[config.mk]
export PLATFORM = sky130hd
export DESIGN_NAME = exec_unit
export DESIGN_NICKNAME = d
export VERILOG_FILES = /design/src/alu_pkg.sv /design/src/uop_pkg.sv /design/src/exec_unit.sv /design/src/alu.sv /design/src/exec_ctrl.sv /design/src/reg_file.sv /design/src/uop_queue.sv
export VERILOG_INCLUDE_DIRS = /design/src /design/src/src
export SDC_FILE = /design/constraint.sdc
export NUM_CORES = 1
export LEC_CHECK = 0
export BUFFER_PORTS_ARGS = -buffer_cell sky130_fd_sc_hd__buf_4
export CAP_MARGIN = 10
export CORE_MARGIN = 2
export CORE_UTILIZATION = 60
export CTS_BUF_LIST = sky130_fd_sc_hd__clkbuf_4 sky130_fd_sc_hd__clkbuf_8 sky130_fd_sc_hd__clkbuf_16
export DETAILED_ROUTE_END_ITERATION = 6
export PLACE_DENSITY_LB_ADDON = 0.2
export SETUP_SLACK_MARGIN = 0.15
export SYNTH_ARGS = -nofsm -noshare
export SYNTH_HDL_FRONTEND = slang
export SYNTH_SLANG_ARGS = --single-unit
[constraint.sdc]
create_clock -name clk -period 11.9 [get_ports clk]
set_input_delay 0 -clock clk [delete_from_list [all_inputs] [get_ports clk]]
set_output_delay 0 -clock clk [all_outputs]
set_load 0.01 [all_outputs]
[src/tlcs_defs.svh]
// ~~~~~~~~~~~~~~~~~~~~
// execution subsystem widths, queue depth,
// ALU operation, width and flag encodings
// ~~~~~~~~~~~~~~~~~~~~
`ifndef TLCS_DEFS_SVH
`define TLCS_DEFS_SVH

`define DATA_W      32          // one long word
`define REG_COUNT   8
`define REG_IDX_W   3
`define QUEUE_DEPTH 4           // also the issuer's starting credit

`define ALU_MOVE    3'd0
`define ALU_ADD     3'd1
`define ALU_ADC     3'd2        // add with stored carry
`define ALU_SUB     3'd3
`define ALU_AND     3'd4
`define ALU_OR      3'd5
`define ALU_XOR     3'd6

`define WIDTH_BYTE  2'd0
`define WIDTH_WORD  2'd1
`define WIDTH_LONG  2'd2

// status byte is S Z 0 H 0 V N C
`define FLAG_S      7
`define FLAG_Z      6
`define FLAG_H      4
`define FLAG_V      2
`define FLAG_N      1
`define FLAG_C      0

`endif
[src/alu_pkg.sv]
// ~~~~~~~~~~~~~~~~~~~~
// ALU data types: operands, flags,
// operation select and the request struct
// ~~~~~~~~~~~~~~~~~~~~
`default_nettype none

`include "tlcs_defs.svh"

package alu_pkg;

    typedef logic [`DATA_W-1:0] data_t;     // operand or result
    typedef logic [7:0]         flags_t;    // S Z 0 H 0 V N C
    typedef logic [2:0]         alu_sel_t;  // ALU_* codes
    typedef logic [1:0]         width_t;    // WIDTH_* codes

    // one operation handed from issue to the ALU
    typedef struct packed {
        alu_sel_t               sel;
        width_t                 width;
        data_t                  op0;    // register dst contents
        data_t                  op2;    // register src or immediate, already picked
        logic [`REG_IDX_W-1:0]  dst;
        logic                   valid;
    } alu_req_t;

endpackage

`default_nettype wire

[src/uop_pkg.sv]
// ~~~~~~~~~~~~~~~~~~~~
// micro-op stream types: register index,
// issued micro-op and write-back record
// ~~~~~~~~~~~~~~~~~~~~
`default_nettype none

`include "tlcs_defs.svh"

package uop_pkg;
    import alu_pkg::*;

    typedef logic [`REG_IDX_W-1:0] reg_idx_t;

    // dst is both first operand and destination, except for move
    typedef struct packed {
        alu_sel_t   sel;
        width_t     width;
        reg_idx_t   dst;
        reg_idx_t   src;
        logic       use_imm;    // second operand from imm instead of src
        data_t      imm;
    } uop_t;

    typedef struct packed {
        logic       valid;
        reg_idx_t   dst;
        width_t     width;      // how many low bits land in dst
        data_t      data;
        flags_t     flags;      // flags after the operation
    } wb_t;

endpackage

`default_nettype wire

[src/exec_unit.sv]
// ~~~~~~~~~~~~~~~~~~~~
// execution subsystem top: queue,
// issue, register file and ALU
// ~~~~~~~~~~~~~~~~~~~~
`timescale 1ns/1ps
`default_nettype none

module exec_unit import alu_pkg::*, uop_pkg::*; (
    input  logic clk,
    input  logic rst,
    input  logic uop_valid,
    input  uop_t uop,
    output logic credit,
    output wb_t  wb
);

    logic     head_valid;
    uop_t     head;
    logic     pop;
    reg_idx_t rd_idx_a, rd_idx_b;
    data_t    rd_data_a, rd_data_b;
    alu_req_t alu_req;

    uop_queue uop_queue_inst (
        .clk, .rst, .uop_valid, .uop, .pop, .head_valid, .head, .credit
    );

    exec_ctrl exec_ctrl_inst (
        .clk, .rst, .head_valid, .head, .pop,
        .rd_idx_a, .rd_idx_b, .rd_data_a, .rd_data_b,
        .wb, .alu_req       // wb fed back for hazards
    );

    reg_file reg_file_inst (
        .clk, .rst, .rd_idx_a, .rd_idx_b, .rd_data_a, .rd_data_b, .wb
    );

    alu alu_inst (
        .clk, .rst, .alu_req, .wb
    );

endmodule

`default_nettype wire

[src/alu.sv]
// ~~~~~~~~~~~~~~~~~~~~
// width-aware ALU with split adder,
// flag register and registered write-back
// ~~~~~~~~~~~~~~~~~~~~
`timescale 1ns/1ps
`default_nettype none

`include "tlcs_defs.svh"

module alu import alu_pkg::*, uop_pkg::*; (
    input  logic     clk,
    input  logic     rst,
    input  alu_req_t alu_req,
    output wb_t      wb
);

    flags_t flags_q;        // architectural status byte
    flags_t flags_nx;
    data_t  addend;         // op2 or its complement
    data_t  sum;
    data_t  res;
    data_t  res_mask;       // bits that belong to the width
    data_t  msb_mask;       // sign bit of the width
    logic   is_sub;
    logic   cin;
    logic   c_nib, c_byte, c_word, c_long;
    logic   c_sel;          // carry out at the selected width
    logic   s_op0, s_op2, s_res;
    logic   z_res;

    assign is_sub = (alu_req.sel == `ALU_SUB);
    assign addend = is_sub ? ~alu_req.op2 : alu_req.op2;   // a - b as a + ~b + 1
    assign cin    = is_sub ? 1'b1 : (alu_req.sel == `ALU_ADC) && flags_q[`FLAG_C];

    // adder split at nibble, byte and word boundaries for H and per-width C
    always_comb begin
        {c_nib,  sum[3:0]}   = {1'b0, alu_req.op0[3:0]}   + {1'b0, addend[3:0]}   + 5'(cin);
        {c_byte, sum[7:4]}   = {1'b0, alu_req.op0[7:4]}   + {1'b0, addend[7:4]}   + 5'(c_nib);
        {c_word, sum[15:8]}  = {1'b0, alu_req.op0[15:8]}  + {1'b0, addend[15:8]}  + 9'(c_byte);
        {c_long, sum[31:16]} = {1'b0, alu_req.op0[31:16]} + {1'b0, addend[31:16]} + 17'(c_word);
    end

    always_comb begin
        case (alu_req.width)
            `WIDTH_BYTE: begin
                res_mask = 32'h0000_00ff;
                c_sel    = c_byte;
            end
            `WIDTH_WORD: begin
                res_mask = 32'h0000_ffff;
                c_sel    = c_word;
            end
            default: begin      // long
                res_mask = 32'hffff_ffff;
                c_sel    = c_long;
            end
        endcase
    end

    always_comb begin
        case (alu_req.sel)
            `ALU_ADD, `ALU_ADC, `ALU_SUB: res = sum;
            `ALU_AND: res = alu_req.op0 & alu_req.op2;
            `ALU_OR:  res = alu_req.op0 | alu_req.op2;
            `ALU_XOR: res = alu_req.op0 ^ alu_req.op2;
            default:  res = alu_req.op2;    // move, immediate through
        endcase
    end

    assign msb_mask = res_mask ^ (res_mask >> 1);
    assign s_op0    = |(alu_req.op0 & msb_mask);
    assign s_op2    = |(alu_req.op2 & msb_mask);   // uncomplemented second operand
    assign s_res    = |(res & msb_mask);
    assign z_res    = (res & res_mask) == '0;

    always_comb begin
        flags_nx = flags_q;     // move leaves flags alone
        case (alu_req.sel)
            `ALU_ADD, `ALU_ADC: begin
                flags_nx[`FLAG_S] = s_res;
                flags_nx[`FLAG_Z] = z_res;
                flags_nx[`FLAG_H] = c_nib;
                flags_nx[`FLAG_V] = (s_op0 == s_op2) && (s_res != s_op0);
                flags_nx[`FLAG_N] = 1'b0;
                flags_nx[`FLAG_C] = c_sel;
            end
            `ALU_SUB: begin
                flags_nx[`FLAG_S] = s_res;
                flags_nx[`FLAG_Z] = z_res;
                flags_nx[`FLAG_H] = ~c_nib;     // borrow from bit 4
                flags_nx[`FLAG_V] = (s_op0 != s_op2) && (s_res != s_op0);
                flags_nx[`FLAG_N] = 1'b1;
                flags_nx[`FLAG_C] = ~c_sel;     // borrow at width
            end
            `ALU_AND, `ALU_OR, `ALU_XOR: begin
                flags_nx          = '0;
                flags_nx[`FLAG_S] = s_res;
                flags_nx[`FLAG_Z] = z_res;
            end
            default: ;
        endcase
    end

    always_ff @(posedge clk) begin
        if (alu_req.valid) begin
            wb.dst   <= alu_req.dst;
            wb.width <= alu_req.width;
            wb.data  <= res & res_mask;     // zero above the width
            wb.flags <= flags_nx;
        end
        if (rst) begin
            wb.valid <= 1'b0;
            flags_q  <= '0;
        end else begin
            wb.valid <= alu_req.valid;
            if (alu_req.valid) flags_q <= flags_nx;
        end
    end

endmodule

`default_nettype wire

[src/exec_ctrl.sv]
// ~~~~~~~~~~~~~~~~~~~~
// issue stage: hazard check, operand
// read and ALU request register
// ~~~~~~~~~~~~~~~~~~~~
`timescale 1ns/1ps
`default_nettype none

`include "tlcs_defs.svh"

module exec_ctrl import alu_pkg::*, uop_pkg::*; (
    input  logic     clk,
    input  logic     rst,
    input  logic     head_valid,
    input  uop_t     head,
    output logic     pop,
    output reg_idx_t rd_idx_a,
    output reg_idx_t rd_idx_b,
    input  data_t    rd_data_a,
    input  data_t    rd_data_b,
    input  wb_t      wb,
    output alu_req_t alu_req
);

    logic is_move;
    logic need_a;       // dst read as first operand
    logic need_b;       // src read as second operand
    logic busy_a;
    logic busy_b;
    logic hazard;

    // true when idx is still owed a result by the ALU or the wb stage
    function automatic logic in_flight(input reg_idx_t idx, input alu_req_t req,
                                       input wb_t w);
        in_flight = (req.valid && req.dst == idx) || (w.valid && w.dst == idx);
    endfunction

    assign is_move = (head.sel == `ALU_MOVE);
    assign need_a  = !is_move;
    assign need_b  = !head.use_imm;

    assign rd_idx_a = head.dst;
    assign rd_idx_b = head.src;

    assign busy_a = need_a && in_flight(head.dst, alu_req, wb);
    assign busy_b = need_b && in_flight(head.src, alu_req, wb);
    assign hazard = busy_a || busy_b;

    assign pop = head_valid && !hazard;     // stall in place on a hazard

    always_ff @(posedge clk) begin
        if (pop) begin
            alu_req.sel   <= head.sel;
            alu_req.width <= head.width;
            alu_req.dst   <= head.dst;
            alu_req.op0   <= rd_data_a;
            // move always takes the immediate
            alu_req.op2   <= (head.use_imm || is_move) ? head.imm : rd_data_b;
        end
        if (rst) begin
            alu_req.valid <= 1'b0;
        end else begin
            alu_req.valid <= pop;   // bubble when nothing issued
        end
    end

endmodule

`default_nettype wire

[src/reg_file.sv]
// ~~~~~~~~~~~~~~~~~~~~
// eight-entry register file
// width-masked write, write-first reads
// ~~~~~~~~~~~~~~~~~~~~
`timescale 1ns/1ps
`default_nettype none

`include "tlcs_defs.svh"

module reg_file import alu_pkg::*, uop_pkg::*; (
    input  logic     clk,
    input  logic     rst,
    input  reg_idx_t rd_idx_a,
    input  reg_idx_t rd_idx_b,
    output data_t    rd_data_a,
    output data_t    rd_data_b,
    input  wb_t      wb
);

    data_t regs [`REG_COUNT];
    data_t wr_val;      // destination after the partial write

    // only the low bits of the selected width are replaced
    function automatic data_t merge(input data_t old_val, input data_t new_val,
                                    input width_t w);
        case (w)
            `WIDTH_BYTE: merge = {old_val[`DATA_W-1:8],  new_val[7:0]};
            `WIDTH_WORD: merge = {old_val[`DATA_W-1:16], new_val[15:0]};
            default:     merge = new_val;   // long
        endcase
    endfunction

    assign wr_val = merge(regs[wb.dst], wb.data, wb.width);

    // bypass so a read in the write cycle sees the new value
    assign rd_data_a = (wb.valid && wb.dst == rd_idx_a) ? wr_val : regs[rd_idx_a];
    assign rd_data_b = (wb.valid && wb.dst == rd_idx_b) ? wr_val : regs[rd_idx_b];

    always_ff @(posedge clk) begin
        if (rst) begin
            for (int i = 0; i < `REG_COUNT; i++) begin
                regs[i] <= '0;
            end
        end else if (wb.valid) begin
            regs[wb.dst] <= wr_val;
        end
    end

endmodule

`default_nettype wire

[src/uop_queue.sv]
// ~~~~~~~~~~~~~~~~~~~~
// micro-op FIFO, show-ahead head,
// one credit pulse per popped entry
// ~~~~~~~~~~~~~~~~~~~~
`timescale 1ns/1ps
`default_nettype none

`include "tlcs_defs.svh"

module uop_queue import uop_pkg::*; (
    input  logic clk,
    input  logic rst,
    input  logic uop_valid,
    input  uop_t uop,
    input  logic pop,
    output logic head_valid,
    output uop_t head,
    output logic credit
);

    localparam int PTR_W = $clog2(`QUEUE_DEPTH);
    localparam logic [PTR_W-1:0] LAST = PTR_W'(`QUEUE_DEPTH - 1);

    uop_t             mem [`QUEUE_DEPTH];   // payload only, no reset
    logic [PTR_W-1:0] wr_ptr;
    logic [PTR_W-1:0] rd_ptr;
    logic [PTR_W:0]   count;                // 0..QUEUE_DEPTH
    logic             do_pop;

    function automatic logic [PTR_W-1:0] next_ptr(input logic [PTR_W-1:0] p);
        next_ptr = (p == LAST) ? '0 : p + 1'b1;     // wrap for any depth
    endfunction

    assign do_pop     = pop && head_valid;  // ignore pop on empty
    assign head_valid = (count != '0);
    assign head       = mem[rd_ptr];        // visible the cycle after the write

    always_ff @(posedge clk) begin
        if (uop_valid) begin
            mem[wr_ptr] <= uop;     // credit rule keeps this from overflowing
        end
    end

    always_ff @(posedge clk) begin
        if (rst) begin
            wr_ptr <= '0;
            rd_ptr <= '0;
            count  <= '0;
            credit <= 1'b0;
        end else begin
            if (uop_valid) wr_ptr <= next_ptr(wr_ptr);
            if (do_pop)    rd_ptr <= next_ptr(rd_ptr);
            case ({uop_valid, do_pop})
                2'b10:   count <= count + 1'b1;
                2'b01:   count <= count - 1'b1;
                default: count <= count;        // both or neither
            endcase
            credit <= do_pop;   // entry freed, hand credit back
        end
    end

endmodule

`default_nettype wire

==> results of run 1 <==
==> through the flow <==
| step | worst slack (ps) | hold WS, ps | cells | util |
|---|---|---|---|---|
| 6_report | 1688 | 121.1 | 3064 | 0.6799 |
| 5_1_grt | 1071 | 109.1 | 3061 | 0.6797 |
| 4_1_cts | 1828 | 91.51 | 3061 | 0.6797 |
| 3_5_place_dp | 1870 | 204.0 | 2910 | 0.6317 |
| 3_3_place_gp | 2042 | 198.5 | 2910 | 0.6317 |
| 2_1_floorplan | 3078 | 98.87 | 2243 | - |
==> how the worst max path moves through the flow <==
stage | end | slack [ps] | cells past startpoint
finish | alu_inst.flags_q[0] | 1690 | 33
global route | alu_inst.flags_q[0] | 1070 | 33
CTS | alu_inst.flags_q[0] | 1830 | 33
detailed placement | alu_inst.flags_q[0] | 1870 | 33
global placement | alu_inst.flags_q[0] | 2040 | 33
floorplan | alu_inst.flags_q[0] | 3080 | 35
==> cells in the mapped netlist (all sizes together), types with 3 or more instances <==
master,instances,area [µm²]
a211oi,9,67.56
a22oi,4,30.03
a221oi,4,35.03
mux2i,60,600.6
nor3,16,80.08
o31ai,5,37.54
mux2,89,1002
o2111ai,3,26.28
o21ai,97,485.5
nand4,14,87.58
nand2,112,420.4
a21o,12,90.09
a2111oi,3,26.28
nor3b,4,30.03
nor2b,11,68.82
o21bai,3,22.52
o211ai,13,97.59
a32oi,4,35.03
or3,10,62.56
inv,86,322.8
nand2b,22,137.6
mux4,223,5022
nor2,283,1062
or2,5,31.28
buf,72,394.1
o221ai,4,35.03
and2,25,156.4
a31oi,11,68.82
o22ai,19,118.9
ha,98,1226
a21oi,85,425.4
dfxtp,22,440.4
edfxtp,549,16490
xor2,7,61.31
o21a,5,37.54
and3,52,325.3
nor4,4,25.02
clkbuf,87,326.6
nand3,13,65.06
xnor2,54,473.0
a311oi,4,35.03
a21boi,5,37.54
fa,9,180.2
==> final cells by class <==
class                           instances  area, µm²  share of cell area
Antenna cell                            3      7.507           0.0002157
Clock buffer                           74       1602             0.04601
Clock inverter                         30      386.6             0.01111
Inverter                               86      322.8            0.009274
Multi-Input combinational cell       1427      13130              0.3773
Sequential cell                       571      16940              0.4867
Tap cell                              680      850.8             0.02444
Timing Repair Buffer                  193       1567             0.04500
==> flip-flops by register name (all words and copies together) (netlist names), named ones only <==
name                    cells
alu_inst.wb                46
exec_ctrl_inst.alu_req     72
uop_queue_inst.mem        176
uop_queue_inst.count        3
alu_inst.flags_q            8
reg_file_inst.regs        256
uop_queue_inst.wr_ptr       2
uop_queue_inst.rd_ptr       2
uop_queue_inst.credit       1
==> layer usage <==
layer | vias to the layer above | routed length (µm) | part of all wire
li1 | 8802 | - | -
met1 | 10450 | 32160 | 0.36
met2 | 1147 | 42540 | 0.48
met3 | 251 | 7811 | 0.089
met4 | 2 | 5594 | 0.063
met5 | - | 14 | 0.00016
==> repair_timing <==
action                                 CTS  global route
hold buffers                            47             0
endpoints found under the hold margin  194             0
setup endpoints to repair                0             0
gates resized for setup                  0             0
==> cells in the final DEF, fill, tap and decap left out, drive strengths merged, types with 52 or more instances in the layout <==
cell	instances
mux2	89
inv	88
buf	146
ha	98
a21oi	85
nand2	112
and3	52
mux2i	60
xnor2	54
mux4	223
o21ai	97
edfxtp	549
clkbuf	74
nor2	283
==> kinds of logic after synthesis <==
kind of cell,count (synthesis),synth area share
xor gates and xnor gates,61,0.01721
and+or+nand+nor,578,0.08410
AOI/OAI and AO/OA,309,0.06088
DFF,571,0.5454
muxes,372,0.2135
buffers and inverters,245,0.03362
adders and majority gates,107,0.04532
==> where the power goes <==
part           switching [mW]  leakage [nW]  internal (mW)  total [mW]
combinational            2.84          6.35           2.04        4.88
clock                   0.783         0.978           1.14        1.93
sequential              0.438          5.57           2.71        3.15
total                    4.06          12.9           5.89        9.95
==> impl_metrics.json, run 1 <==
{
  "n_fill_cell": 3520,
  "synth.avg_cell_area_um2": 13.84,
  "pwr_density_cell_nw_per_um2": 285.8,
  "fin_area_um2": 34810,
  "crit_required_ps": 12390,
  "rr_worst_depth": 33,
  "areaGrowthSynthToFinish_pct": 12.16,
  "antenna_found_initial": 1,
  "drc_errors": 0,
  "clk_pin_slew_worst_paths_ps": 60,
  "io_pins": 94,
  "post-route-period-util": 0.8581,
  "rsz0062_at_grt": "false",
  "syn_area_um2": 31030,
  "core_um2": 51200,
  "via_per_inst": 6.740,
  "ys_types": 68,
  "dpl.hpwl_um": 54740,
  "first_global_vias": 20901,
  "finalHoldViolCount": 0,
  "drt_pass1_iterations": 7,
  "start_kind": "register",
  "die_w_um": 231.4,
  "critPathSlowestCell": "buf_4",
  "path_max_fanout": 62,
  "grt_max_degree": 65,
  "wl_per_cell_um": 28.76,
  "synth-edff-count": 549,
  "drtIter0Drc": 2429,
  "min_to": "uop_queue_inst.mem[2][28]",
  "cpMostUsedCell": "fa_1",
  "drive_gt1_frac": 0.2453,
  "synth_async_sr_flop_share": 0,
  "dpl-instance-area_um2": 32340,
  "h-tree-depth": 2,
  "cap_violations": 0,
  "crit_family": "compound AO/OA/AOI/OAI gates",
  "hold_start": "uop[28]",
  "drv_slew": 0,
  "syn_inst": 2243,
  "period_minus_slack_ps": 10210,
  "maxSlewHeadroom": 0.2084,
  "worstHoldPathCells": 2,
  "max_stage_delay_ps": 540,
  "path_buf_inv": 4,
  "cp-startpoint": "exec_ctrl_inst.alu_req[71]",
  "clk_path_buf_depth": 3,
  "end_kind": "register",
  "ys_ff_latch": 571,
  "worstSkewPairLatency_ps": 620,
  "seq_area_frac_synth": 0.5454,
  "syn-num-nets": 2397,
  "grt_usage": 0.3336,
  "grt.met1_usage": 0.4256,
  "routed_wl_um": 88120,
  "setup_viol": 0,
  "die_area_um2": 53560,
  "vias": 20652,
  "hold_class": "input pin to register",
  "reg2reg_from": "exec_ctrl_inst.alu_req[71]",
  "numCtsBuffers": 58,
  "regToRegSetupSlack_ps": 1690,
  "status": "completed",
  "final_nets": 2491,
  "path_class": "register to register",
  "place_congestion": 0.9591,
  "ant_nets": 0,
  "grt-ovfl-total": 0,
  "power_leakage_nw": 12.90,
  "initial_core_util": 0.6062,
  "skew_ps": 21.20,
  "synthFlopType": "edfxtp_1",
  "cts.sinks": 571,
  "grt_pass1_wl_um": 129800,
  "num_rows": 83,
  "clockRootBuffer": "clkbuf_16",
  "portBuffers": 93,
  "fp.dieH_um": 231.4,
  "timing.rr.end": "alu_inst.flags_q[0]",
  "clock.fmax_mhz": 97.93,
  "met2_usage": 0.5384,
  "critPathArrivalTime_ps": 10700,
  "grt_use_met3": 0.06422,
  "top_usage_layer": "met2",
  "post_cts_buffers": 0,
  "cts_tree": "done",
  "power.total_mw": 9.950,
  "worst_slew_pin_slew_ps": 1185,
  "yosys_warnings": 0,
  "ir_worst_vdd_uv": 193.4,
  "setup-tns-final_ps": 0
}
No activity file was read; power rests on OpenSTA's default activity.
==> run 2, diff against run 1 <==
Settings changed: CORE_UTILIZATION 60 to 40.
==> run 2 against run 1 <==
- cell count up 12%
- register-to-register slack better by 510 ps
- critical path type unchanged
- non-clock buffer count is 8 lower
- first-iteration DRC count fell by 20%
- sequential power increased by 3%
- hold slack gained 15 ps
- via count down 1.9%
- largest power group unchanged
- die area rose by 49%
- highest routed layer is now met4
- critical path depth is 1 lower
- utilization decreased by 22 points
- fmax rose by 5.2%
- flip-flop and latch count unchanged
==> impl_metrics.json, run 2 (same netlist as run 1, synthesis figures left out) <==
{
  "pre_cts_ws_ps": 2408,
  "first_global_vias": 20493,
  "setup_viol": 0,
  "n_fill_cell": 6959,
  "maxSlewHeadroom": 0.2522,
  "reg2reg_from": "exec_ctrl_inst.alu_req[70]",
  "end_kind": "register",
  "cap_violations": 0,
  "fin_area_um2": 35330,
  "rr_worst_depth": 32,
  "drt_pass1_iterations": 7,
  "status": "completed",
  "drv_slew": 0,
  "vias": 20263,
  "worstSkewPairLatency_ps": 610,
  "ir_worst_vdd_uv": 157.1,
  "grt_max_degree": 75,
  "worst_slew_pin_slew_ps": 1122,
  "antenna_found_initial": 2,
  "clockRootBuffer": "clkbuf_16",
  "dpl.hpwl_um": 58190,
  "grt.met1_usage": 0.3077,
  "initial_core_util": 0.4026,
  "place_congestion": 0.8773,
  "seqCellArea_um2": 16940,
  "top_usage_layer": "met2",
  "die_area_um2": 79830,
  "post_cts_resized": 0,
  "diodes": 0,
  "largest-register": "reg_file_inst.regs",
  "core_um2": 77080,
  "crit_required_ps": 12370,
  "grt_pass1_wl_um": 135900,
  "post-route-period-util": 0.8155,
  "final_nets": 2491,
  "areaGrowthSynthToFinish_pct": 13.84,
  "die_w_um": 282.5,
  "clock.fmax_mhz": 103.0,
  "dpl-instance-area_um2": 32750,
  "h-tree-depth": 3,
  "clk_pin_slew_worst_paths_ps": 50,
  "start_kind": "register",
  "max_stage_delay_ps": 520,
  "post_cts_buffers": 0,
  "critPathSlowestCell": "buf_4",
  "wl_per_cell_um": 27.40,
  "drtIter0Drc": 1949,
  "portBuffers": 93,
  "finalHoldViolCount": 0,
  "largestRegisters": "reg_file_inst.regs (256), uop_queue_inst.mem (176), exec_ctrl_inst.alu_req (72)",
  "path_class": "register to register",
  "rsz0062_at_grt": "false",
  "grt_use_met3": 0.03692,
  "fin_ws_ps": 2195,
  "num_rows": 102,
  "ant_nets": 0,
  "cts.sinks": 571,
  "routed_wl_um": 93820,
  "path_max_fanout": 51,
  "cts_tree": "done",
  "cp-startpoint": "exec_ctrl_inst.alu_req[70]",
  "largest_register_ffs": 256,
  "met2_usage": 0.3942,
  "drive_gt1_frac": 0.2475,
  "clk_path_buf_depth": 3,
  "fp.dieH_um": 282.5,
  "holdBufCountCts": 47,
  "grt_usage": 0.2351,
  "setup-tns-final_ps": 0,
  "critPathArrivalTime_ps": 10180,
  "mostFrequentLayoutCell": "edfxtp_1",
  "pwr_density_cell_nw_per_um2": 285.6,
  "hold_class": "input pin to register",
  "final_cell_mix": "549 x edfxtp_1, 281 x nor2_1, 220 x mux4_2, 138 x buf_4, 106 x nand2_1",
  "via_per_inst": 5.918,
  "cpMostUsedCell": "fa_1",
  "worstHoldPathCells": 2,
  "power_leakage_nw": 12.96,
  "numCtsBuffers": 66,
  "period_minus_slack_ps": 9705,
  "drc_errors": 0,
  "hold_start": "uop[31]",
  "power.total_mw": 10.09,
  "skew_ps": 31.06,
  "multi_input_area_um2": 13140,
  "io_pins": 94,
  "grt-ovfl-total": 0,
  "hold_ws_ps": 136.0
}
-- run 2: cell count changes in the layout (fill, tap and decap cells not counted), sizes merged --
cell,change
bufinv,-5
clkbuf,+17
diode,-3
inv,-1
clkinvlp,-4
buf,-8
clkinv,+4
-- run 2: final cells by class --
type,instances,share of cell area
Tap cell,1040,0.03683
Multi-Input combinational cell,1427,0.3720
Timing Repair Buffer,185,0.04264
Clock buffer,91,0.05341
Sequential cell,571,0.4796
Inverter,86,0.009137
Clock inverter,24,0.006339
-- run 2: through the flow --
stage | std cells | utilization
finish | 3424 | 0.4583
detailed placement | 3262 | 0.4248
global route | 3424 | 0.4583
global placement | 3262 | 0.4248
CTS | 3424 | 0.4583
floorplan | 2243 | -
-- run 2: worst paths after layout --
check / endpoint / slack (ps)
worst min register to register: alu_inst.flags_q[3] / 460
worst max register to register: alu_inst.flags_q[0] / 2200
worst min-delay path: uop_queue_inst.mem[3][31] / 140
worst max-delay path: alu_inst.flags_q[0] / 2200
-- run 2: critical path, delay by kind of cell (launching register included) --
kind | cells | cell delay [ps]
AO/OA/AOI/OAI | 14 | 3700
XOR/XNOR | 1 | 200
adder cells (fa/ha/maj) | 7 | 2910
buffers and inverters | 4 | 1260
flip-flops | 1 | 320
multiplexers | 1 | 390
AND/OR/NAND/NOR | 5 | 770
-- run 2: per-layer routing --
layer,vias to the layer above,wire (µm)
met5,-,0
met4,0,3812
met3,152,6172
met2,814,45950
met1,10507,37880
li1,8790,-
-- run 2: report_power, final --
part	leakage [nW]	internal (mW)	switching, mW	total, mW
Combinational	6.32	2.03	2.82	4.85
Clock	1.07	1.19	0.812	2.01
Sequential	5.57	2.71	0.517	3.23
